$ cat src/core_pkg.sv
`default_nettype none

package core_pkg;

    // Screen coordinate, wide enough for the small raster
    typedef logic [7:0] pix_t;

    // Palette index
    typedef logic [3:0] cidx_t;

    // Packed colour, red in the high byte
    typedef logic [23:0] rgb_t;

    // Pattern select
    typedef logic [1:0] mode_t;

    // Frame controller states
    typedef enum logic [1:0] {
        ST_WAIT_VS,
        ST_ACTIVE,
        ST_VBLANK
    } ctrl_state_t;

    // Horizontal raster, in pixels
    localparam int H_ACTIVE = 32;
    localparam int H_TOTAL  = 40;
    localparam int HS_START = 34;
    localparam int HS_WIDTH = 3;

    // Vertical raster, in lines
    localparam int V_ACTIVE = 24;
    localparam int V_TOTAL  = 28;
    localparam int VS_START = 25;
    localparam int VS_WIDTH = 2;

    // clk50 cycles per pixel
    localparam int CEN_DIV = 2;

endpackage

`default_nettype wire

$ cat src/video_timing.sv
`default_nettype none

module video_timing #(
    parameter int H_ACTIVE = core_pkg::H_ACTIVE,
    parameter int H_TOTAL  = core_pkg::H_TOTAL,
    parameter int HS_START = core_pkg::HS_START,
    parameter int HS_WIDTH = core_pkg::HS_WIDTH,
    parameter int V_ACTIVE = core_pkg::V_ACTIVE,
    parameter int V_TOTAL  = core_pkg::V_TOTAL,
    parameter int VS_START = core_pkg::VS_START,
    parameter int VS_WIDTH = core_pkg::VS_WIDTH,
    parameter int CEN_DIV  = core_pkg::CEN_DIV
) (
    input  wire logic          clk50,
    input  wire logic          rst_n,
    output logic               pix_cen,
    output core_pkg::pix_t     hcount,
    output core_pkg::pix_t     vcount,
    output logic               hs_raw,
    output logic               vs_raw,
    output logic               act_raw
);

    import core_pkg::*;

    // Divider needs at least one bit even when CEN_DIV is 1
    localparam int CEN_W = (CEN_DIV > 1) ? $clog2(CEN_DIV) : 1;

    logic [CEN_W-1:0] cen_cnt;
    logic             line_end;
    logic             frame_end;

    // Pixel enable on the last clock of each pixel period
    assign pix_cen = (cen_cnt == CEN_W'(CEN_DIV - 1));

    always_ff @(posedge clk50) begin
        if (!rst_n) begin
            cen_cnt <= '0;
        end else if (pix_cen) begin
            cen_cnt <= '0;
        end else begin
            cen_cnt <= cen_cnt + 1'b1;
        end
    end

    assign line_end  = (hcount == pix_t'(H_TOTAL - 1));
    assign frame_end = (vcount == pix_t'(V_TOTAL - 1));

    // Horizontal counter, steps once per pixel
    always_ff @(posedge clk50) begin
        if (!rst_n) begin
            hcount <= '0;
        end else if (pix_cen) begin
            if (line_end) begin
                hcount <= '0;
            end else begin
                hcount <= hcount + 1'b1;
            end
        end
    end

    // Vertical counter, steps at the end of each line
    always_ff @(posedge clk50) begin
        if (!rst_n) begin
            vcount <= '0;
        end else if (pix_cen && line_end) begin
            if (frame_end) begin
                vcount <= '0;
            end else begin
                vcount <= vcount + 1'b1;
            end
        end
    end

    // Sync windows decoded straight from the counters, active high
    assign hs_raw = (int'(hcount) >= HS_START) && (int'(hcount) < HS_START + HS_WIDTH);
    assign vs_raw = (int'(vcount) >= VS_START) && (int'(vcount) < VS_START + VS_WIDTH);

    // Visible area
    assign act_raw = (int'(hcount) < H_ACTIVE) && (int'(vcount) < V_ACTIVE);

endmodule

`default_nettype wire

$ cat src/frame_ctrl.sv
`default_nettype none

module frame_ctrl (
    input  wire logic             clk50,
    input  wire logic             rst_n,
    input  wire logic             vs_raw,
    input  wire logic             act_raw,
    input  wire core_pkg::pix_t   scroll_x,
    input  wire core_pkg::mode_t  mode,
    output core_pkg::pix_t        scroll_q,
    output core_pkg::mode_t       mode_q,
    output logic                  disp_en,
    output logic [31:0]           frame_cnt,
    output logic                  led_user
);

    import core_pkg::*;

    ctrl_state_t state;
    logic        vs_prev;
    logic        vs_rise;

    // Frame boundary is the leading edge of vsync
    assign vs_rise = vs_raw && !vs_prev;

    always_ff @(posedge clk50) begin
        if (!rst_n) begin
            vs_prev <= 1'b0;
        end else begin
            vs_prev <= vs_raw;
        end
    end

    // Every vsync edge starts a blanking period, whatever the current state
    always_ff @(posedge clk50) begin
        if (!rst_n) begin
            state <= ST_WAIT_VS;
        end else if (vs_rise) begin
            state <= ST_VBLANK;
        end else begin
            case (state)
                ST_WAIT_VS: state <= ST_WAIT_VS;
                ST_VBLANK: begin
                    // First visible pixel of the new frame
                    if (act_raw) begin
                        state <= ST_ACTIVE;
                    end
                end
                ST_ACTIVE:  state <= ST_ACTIVE;
                default:    state <= ST_WAIT_VS;
            endcase
        end
    end

    // Scroll and mode only change between frames, so no tearing
    always_ff @(posedge clk50) begin
        if (!rst_n) begin
            scroll_q  <= '0;
            mode_q    <= '0;
            frame_cnt <= '0;
        end else if (vs_rise) begin
            scroll_q  <= scroll_x;
            mode_q    <= mode;
            frame_cnt <= frame_cnt + 32'd1;
        end
    end

    // Display stays dark until the first frame boundary
    assign disp_en = (state != ST_WAIT_VS);

    // Blinks every eight frames
    assign led_user = frame_cnt[3];

endmodule

`default_nettype wire

$ cat src/pattern_gen.sv
`default_nettype none

module pattern_gen (
    input  wire logic             clk50,
    input  wire logic             rst_n,
    input  wire core_pkg::pix_t   hcount,
    input  wire core_pkg::pix_t   vcount,
    input  wire core_pkg::pix_t   scroll_q,
    input  wire core_pkg::mode_t  mode_q,
    input  wire logic             act_raw,
    input  wire logic             hs_raw,
    input  wire logic             vs_raw,
    input  wire logic             pix_cen,
    input  wire logic             disp_en,
    output core_pkg::cidx_t       cidx,
    output logic                  de_d,
    output logic                  hs_d,
    output logic                  vs_d,
    output logic                  ce_d
);

    import core_pkg::*;

    pix_t  pos_x;
    pix_t  pos_y;
    pix_t  xy_xor;
    pix_t  xy_sum;
    cidx_t cidx_next;

    // Scroll wraps around the 8-bit coordinate space
    assign pos_x = hcount + scroll_q;
    assign pos_y = vcount;

    assign xy_xor = pos_x ^ pos_y;
    assign xy_sum = pos_x + pos_y;

    always_comb begin
        case (mode_q)
            // Vertical bars four pixels wide
            2'd0:    cidx_next = pos_x[5:2];
            // Horizontal stripes two lines high
            2'd1:    cidx_next = pos_y[4:1];
            // Checker-like XOR pattern
            2'd2:    cidx_next = xy_xor[3:0];
            // Diagonal bands
            default: cidx_next = xy_sum[3:0];
        endcase
    end

    // Registered colour index
    always_ff @(posedge clk50) begin
        cidx <= cidx_next;
    end

    // Control path delayed by the same stage as the index
    always_ff @(posedge clk50) begin
        if (!rst_n) begin
            de_d <= 1'b0;
            hs_d <= 1'b0;
            vs_d <= 1'b0;
            ce_d <= 1'b0;
        end else begin
            de_d <= act_raw && disp_en;
            hs_d <= hs_raw;
            vs_d <= vs_raw;
            ce_d <= pix_cen;
        end
    end

endmodule

`default_nettype wire

$ cat src/color_lut.sv
`default_nettype none

module color_lut (
    input  wire logic             clk50,
    input  wire logic             rst_n,
    input  wire core_pkg::cidx_t  cidx,
    input  wire logic             de_d,
    input  wire logic             hs_d,
    input  wire logic             vs_d,
    input  wire logic             ce_d,
    input  wire logic             pal_we,
    input  wire core_pkg::cidx_t  pal_addr,
    input  wire core_pkg::rgb_t   pal_data,
    output logic [7:0]            vga_r,
    output logic [7:0]            vga_g,
    output logic [7:0]            vga_b,
    output logic                  vga_de,
    output logic                  vga_hs,
    output logic                  vga_vs,
    output logic                  vga_ce
);

    import core_pkg::*;

    rgb_t pal [16];
    rgb_t rgb;

    // Palette write port, cleared to black on reset
    always_ff @(posedge clk50) begin
        if (!rst_n) begin
            for (int i = 0; i < 16; i++) begin
                pal[i] <= '0;
            end
        end else if (pal_we) begin
            pal[pal_addr] <= pal_data;
        end
    end

    // Registered lookup, black outside the display enable
    always_ff @(posedge clk50) begin
        if (!rst_n) begin
            rgb    <= '0;
            vga_de <= 1'b0;
            vga_hs <= 1'b0;
            vga_vs <= 1'b0;
            vga_ce <= 1'b0;
        end else begin
            rgb    <= de_d ? pal[cidx] : '0;
            vga_de <= de_d;
            vga_hs <= hs_d;
            vga_vs <= vs_d;
            vga_ce <= ce_d;
        end
    end

    assign vga_r = rgb[23:16];
    assign vga_g = rgb[15:8];
    assign vga_b = rgb[7:0];

endmodule

`default_nettype wire

$ cat src/retro_video_core.sv
`default_nettype none

module retro_video_core #(
    parameter int H_ACTIVE = core_pkg::H_ACTIVE,
    parameter int H_TOTAL  = core_pkg::H_TOTAL,
    parameter int HS_START = core_pkg::HS_START,
    parameter int HS_WIDTH = core_pkg::HS_WIDTH,
    parameter int V_ACTIVE = core_pkg::V_ACTIVE,
    parameter int V_TOTAL  = core_pkg::V_TOTAL,
    parameter int VS_START = core_pkg::VS_START,
    parameter int VS_WIDTH = core_pkg::VS_WIDTH,
    parameter int CEN_DIV  = core_pkg::CEN_DIV
) (
    input  wire logic             clk50,
    input  wire logic             rst_n,
    input  wire core_pkg::pix_t   scroll_x,
    input  wire core_pkg::mode_t  mode,
    input  wire logic             pal_we,
    input  wire core_pkg::cidx_t  pal_addr,
    input  wire core_pkg::rgb_t   pal_data,
    output logic                  vga_ce,
    output logic [7:0]            vga_r,
    output logic [7:0]            vga_g,
    output logic [7:0]            vga_b,
    output logic                  vga_hs,
    output logic                  vga_vs,
    output logic                  vga_de,
    output logic                  led_user,
    output logic [31:0]           frame_cnt
);

    import core_pkg::*;

    // Raster timing
    logic  pix_cen;
    pix_t  hcount;
    pix_t  vcount;
    logic  hs_raw;
    logic  vs_raw;
    logic  act_raw;

    // Per-frame settings
    pix_t  scroll_q;
    mode_t mode_q;
    logic  disp_en;

    // First pipeline stage
    cidx_t cidx;
    logic  de_d;
    logic  hs_d;
    logic  vs_d;
    logic  ce_d;

    video_timing #(
        .H_ACTIVE (H_ACTIVE),
        .H_TOTAL  (H_TOTAL),
        .HS_START (HS_START),
        .HS_WIDTH (HS_WIDTH),
        .V_ACTIVE (V_ACTIVE),
        .V_TOTAL  (V_TOTAL),
        .VS_START (VS_START),
        .VS_WIDTH (VS_WIDTH),
        .CEN_DIV  (CEN_DIV)
    ) u_timing (
        .clk50   (clk50),
        .rst_n   (rst_n),
        .pix_cen (pix_cen),
        .hcount  (hcount),
        .vcount  (vcount),
        .hs_raw  (hs_raw),
        .vs_raw  (vs_raw),
        .act_raw (act_raw)
    );

    frame_ctrl u_ctrl (
        .clk50     (clk50),
        .rst_n     (rst_n),
        .vs_raw    (vs_raw),
        .act_raw   (act_raw),
        .scroll_x  (scroll_x),
        .mode      (mode),
        .scroll_q  (scroll_q),
        .mode_q    (mode_q),
        .disp_en   (disp_en),
        .frame_cnt (frame_cnt),
        .led_user  (led_user)
    );

    pattern_gen u_pattern (
        .clk50    (clk50),
        .rst_n    (rst_n),
        .hcount   (hcount),
        .vcount   (vcount),
        .scroll_q (scroll_q),
        .mode_q   (mode_q),
        .act_raw  (act_raw),
        .hs_raw   (hs_raw),
        .vs_raw   (vs_raw),
        .pix_cen  (pix_cen),
        .disp_en  (disp_en),
        .cidx     (cidx),
        .de_d     (de_d),
        .hs_d     (hs_d),
        .vs_d     (vs_d),
        .ce_d     (ce_d)
    );

    color_lut u_lut (
        .clk50    (clk50),
        .rst_n    (rst_n),
        .cidx     (cidx),
        .de_d     (de_d),
        .hs_d     (hs_d),
        .vs_d     (vs_d),
        .ce_d     (ce_d),
        .pal_we   (pal_we),
        .pal_addr (pal_addr),
        .pal_data (pal_data),
        .vga_r    (vga_r),
        .vga_g    (vga_g),
        .vga_b    (vga_b),
        .vga_de   (vga_de),
        .vga_hs   (vga_hs),
        .vga_vs   (vga_vs),
        .vga_ce   (vga_ce)
    );

endmodule

`default_nettype wire

$ cat config.mk
export PLATFORM = sky130hd
export DESIGN_NAME = retro_video_core
export DESIGN_NICKNAME = d
export VERILOG_FILES = /design/src/core_pkg.sv /design/src/video_timing.sv /design/src/frame_ctrl.sv /design/src/pattern_gen.sv /design/src/color_lut.sv /design/src/retro_video_core.sv
export SDC_FILE = /design/constraint.sdc
export NUM_CORES = 1
export LEC_CHECK = 0
export ABC_AREA = 1
export BUFFER_PORTS_ARGS = -buffer_cell sky130_fd_sc_hd__buf_2
export CAP_MARGIN = 0
export CORE_AREA = 2 2 212 214
export CTS_CLUSTER_DIAMETER = 50
export DETAILED_ROUTE_END_ITERATION = 16
export DIE_AREA = 0 0 214 216
export PLACE_DENSITY = 0.66
export SLEW_MARGIN = 5
export SYNTH_ARGS = -nofsm -noshare
export SYNTH_HDL_FRONTEND = slang
export SYNTH_SLANG_ARGS = --single-unit
$ cat constraint.sdc
create_clock -name clk50 -period 3.2 [get_ports clk50]
set_clock_uncertainty 0.15 [all_clocks]
set_input_delay 0.8 -clock clk50 [delete_from_list [all_inputs] [get_ports clk50]]
set_output_delay 0.8 -clock clk50 [all_outputs]
set_load 0.1 [all_outputs]
==> impl_metrics.yaml <==
status:
  status: "completed"
logic_synthesis:
  ys_types: 39
  synthArstFlopShare: 0
  synth_adder_area_share: 0.01168
  synth_top_family_by_area: "simple AND/OR/NAND/NOR gates"
  yosys_most_used_dff: "edfxtp_1"
  ys_seq_area_frac: 0.6208
  avgSynthCellArea_sq_um: 9.311
  synthMuxAreaShare: 0
  synth_compound_area_frac: 0.1003
  synth_edf_count: 384
  synth.top_cell.area_share: 0.5329
  yosysTopAreaCell: "edfxtp_1"
  ys_top_cells_by_area: "edfxtp_1 53%, nor2_1 13%, dfxtp_1 8.8%"
  ys_warn_count: 0
  synth_nets: 2384
  post_synth_xor_area_fraction: 0.007690
  synthCells: 2324
  syn_area_sq_um: 21640
  ys_ff_latch: 479
  synthSimpleGateAreaFrac: 0.2094
floorplanning:
  num_rows: 77
  start_util: 0.4936
  die_area_sq_um: 46220
  die_h_um: 216
  fp.dieW_um: 214
  fp.coreArea_sq_um: 43840
  io_pins: 102
cts:
  numCtsBuffers: 53
  cts_tree: "built"
  cts.sinks: 479
  ctsResizeCount: 0
  cts_max_path_buffers: 3
  htree_levels: 2
  path_clk_slew_ns: 0.06
  hold_buffers: 0
  post-cts-setup-buffer-count: 0
  clk_latency_ns: 0.59
  root_buffer: "clkbuf_16"
cells_and_area:
  drive_above_1_share: 0.1069
  areaGrowthSynthToFinish_pct: 13.34
  postLayoutCoreUtil: 0.5595
  seqCellArea_sq_um: 13440
  multi_input_area_sq_um: 7119
  diodes: 0
  fillers: 3844
  finalNetCount: 2439
  fin_area_sq_um: 24530
drt:
  drtIter0Drc: 1799
  vias_per_cell: 5.460
  antenna_left: 0
  first_pass_iters: 5
  wire_per_inst_um: 18.37
  wl_um: 55390
  vias: 16460
  drc: 0
sta:
  fin_crit_ns: 2.505
  max_slew_margin: 0.4376
  rsz0062_at_grt: "no"
  fin_crit_sh: 0.7829
  setup_viol: 0
  hold_viol: 0
  fin_tns_setup_ns: 0
  max_freq_ghz: 0.3991
  worst_slew_pin_slew_ns: 0.8426
  slew_violations: 0
critical_path:
  required_ns: 2.25
  end_kind: "output port"
  start_kind: "flop"
  rr_startpoint: "u_pattern.cidx[0]$_DFF_P_"
  crit_start: "u_ctrl.frame_cnt[25]$_SDFFE_PN0P_"
  crit_cells: 1
  r2r_cells: 5
  critPathBufInv: 1
  crit_fanout: 6
  crit_chain: "buf_2"
  critical-path-top-delay-family: "buffers and inverters"
  crit_path_max_incr_delay_ns: 0.49
  crit_arrival_ns: 1.56
  critical_path_class: "reg -> out"
  cp_slowest_cell: "buf_2"
power:
  seqPwrFrac: 0.514
  power.density_nw_per_um2: 561.4
  switching_share: 0.2146
  peakVddDrop_mv: 0.3279
  p_comb_frac: 0.037
  power_leakage_nw: 9.314
  switchingPower_mw: 2.955
  p_int_mw: 10.81
  clkPwrFrac: 0.449
grt:
  grt_pass1_vias: 15760
  grt_antenna_before_repair: 0
  grt-ovfl-total: 0
  grt_max_degree: 77
  grt_usage: 0.2407
  grt_pass1_wl_um: 87260
worst_hold_path:
  min_path_type: "reg -> reg"
  worstHoldPathCells: 2
  min-delay-start: "u_pattern.hs_d$_SDFF_PN0_"
placement:
  port_buffers: 99
  post-dp-hpwl_um: 33650
  globalplace.congestion: 0.8905
  dpl_cell_area_sq_um: 22710
job:
  max-cap-violations: 0
[stage by stage]
| stage | worst slack (ns) | total power [mW] | hold WS, ns | cells |
|---|---|---|---|---|
| 2_1_floorplan | 0.5502 | 7.494 | 0.2405 | 2324 |
| 4_1_cts | 0.6759 | 13.86 | 0.2655 | 3015 |
| 5_1_grt | 0.5947 | 14.20 | 0.2763 | 3015 |
| 3_3_place_gp | 0.4215 | 7.697 | 0.2537 | 2916 |
| 3_5_place_dp | 0.3462 | 7.719 | 0.2605 | 2916 |
| 6_report | 0.6946 | 13.77 | 0.2667 | 3015 |
[sequential cells by signal, summed over array words and instances (netlist names)]
register	flops
u_ctrl.frame_cnt	32
u_ctrl.mode_q	2
u_ctrl.scroll_q	6
u_ctrl.state	2
u_lut.pal	384
u_lut.rgb	24
u_lut.vga_ce	1
u_lut.vga_de	1
u_lut.vga_hs	1
u_lut.vga_vs	1
u_pattern.ce_d	1
u_pattern.cidx	4
u_pattern.de_d	1
u_pattern.hs_d	1
u_pattern.vs_d	1
u_timing.hcount	8
u_timing.pix_cen	1
u_timing.vcount	8
[worst paths after layout]
check                                   to  slack, ns
hold / removal     u_lut.vga_hs$_SDFF_PN0_       0.27
setup reg to reg  u_lut.rgb[21]$_SDFF_PN0_       0.71
hold reg to reg    u_lut.vga_hs$_SDFF_PN0_       0.27
setup / recovery             frame_cnt[25]       0.69
[synthesized netlist by cell type (6+ instances only)]
master / count
nor2_1: 754
edfxtp_1: 384
nand2_1: 282
o21ai_0: 201
clkbuf_1: 106
inv_1: 105
dfxtp_1: 95
a21oi_1: 91
nand3_1: 87
o211ai_1: 84
buf_2: 35
ha_1: 17
xor2_1: 14
nor3_1: 10
buf_4: 7
buf_1: 6
[layout by cell type (no fill, tap or decap), types with 2 or more instances in the layout]
cell / instances
nor2_1: 754
edfxtp_1: 384
nand2_1: 282
o21ai_0: 201
inv_1: 105
buf_2: 99
dfxtp_1: 92
a21oi_1: 91
nand3_1: 87
o211ai_1: 84
clkbuf_16: 62
buf_4: 52
ha_1: 17
xor2_1: 14
clkinv_2: 11
nor3_1: 10
clkbuf_1: 9
xnor2_1: 5
inv_2: 5
nand4_1: 5
clkbuf_8: 5
buf_12: 5
nand3b_1: 4
clkinv_1: 4
nor3b_1: 3
or2_2: 2
a22oi_1: 2
nor2_2: 2
o21a_1: 2
fa_1: 2
inv_6: 2
inv_8: 2
clkinv_4: 2
dfxtp_4: 2
[worst register-to-register path, cell delays in order, from the launching register on]
cell      delay, ns
dfxtp_4        0.64
buf_4          0.54
o21ai_0        0.19
o211ai_1       0.26
nand3_1        0.10
a21oi_1        0.47
[area by class of cell]
cell class | count | area share
flip-flops and latches | 479 | 0.5481
multi-input cells | 1578 | 0.2903
clock buffers | 76 | 0.06744
repair buffers | 156 | 0.04020
well taps | 592 | 0.03020
inverters | 111 | 0.01709
clock inverters | 23 | 0.006734
[per-layer routing]
metal | GRT usage | part of all wire | up-vias | routed length, um
met3 | 0.03354 | 0.072 | 92 | 3963
met4 | 0.07809 | 0.025 | 0 | 1376
met2 | 0.3981 | 0.48 | 596 | 26450
met1 | 0.3292 | 0.43 | 7873 | 23600
li1 | - | - | 7901 | -
met5 | 0 | 0 | - | 0
[cells by family (layout without fill, tap and decap cells)]
kind of cell | after synthesis | count (layout)
compound gates | 386 | 386
xor+xnor | 19 | 19
fa+ha+maj | 19 | 19
buf+inv | 267 | 366
flops | 479 | 479
simple gates | 1154 | 1154
[power by group through the flow]
stage               sequential [mW]  clock [mW]  combinational, mW
finish                         7.08        6.18              0.512
global route                   7.10        6.53              0.569
CTS                            7.07        6.27              0.515
detailed placement             7.21           0              0.514
global placement               7.19           0              0.504
floorplan                      7.19           0              0.304
Power figures use the tool's default switching activity.
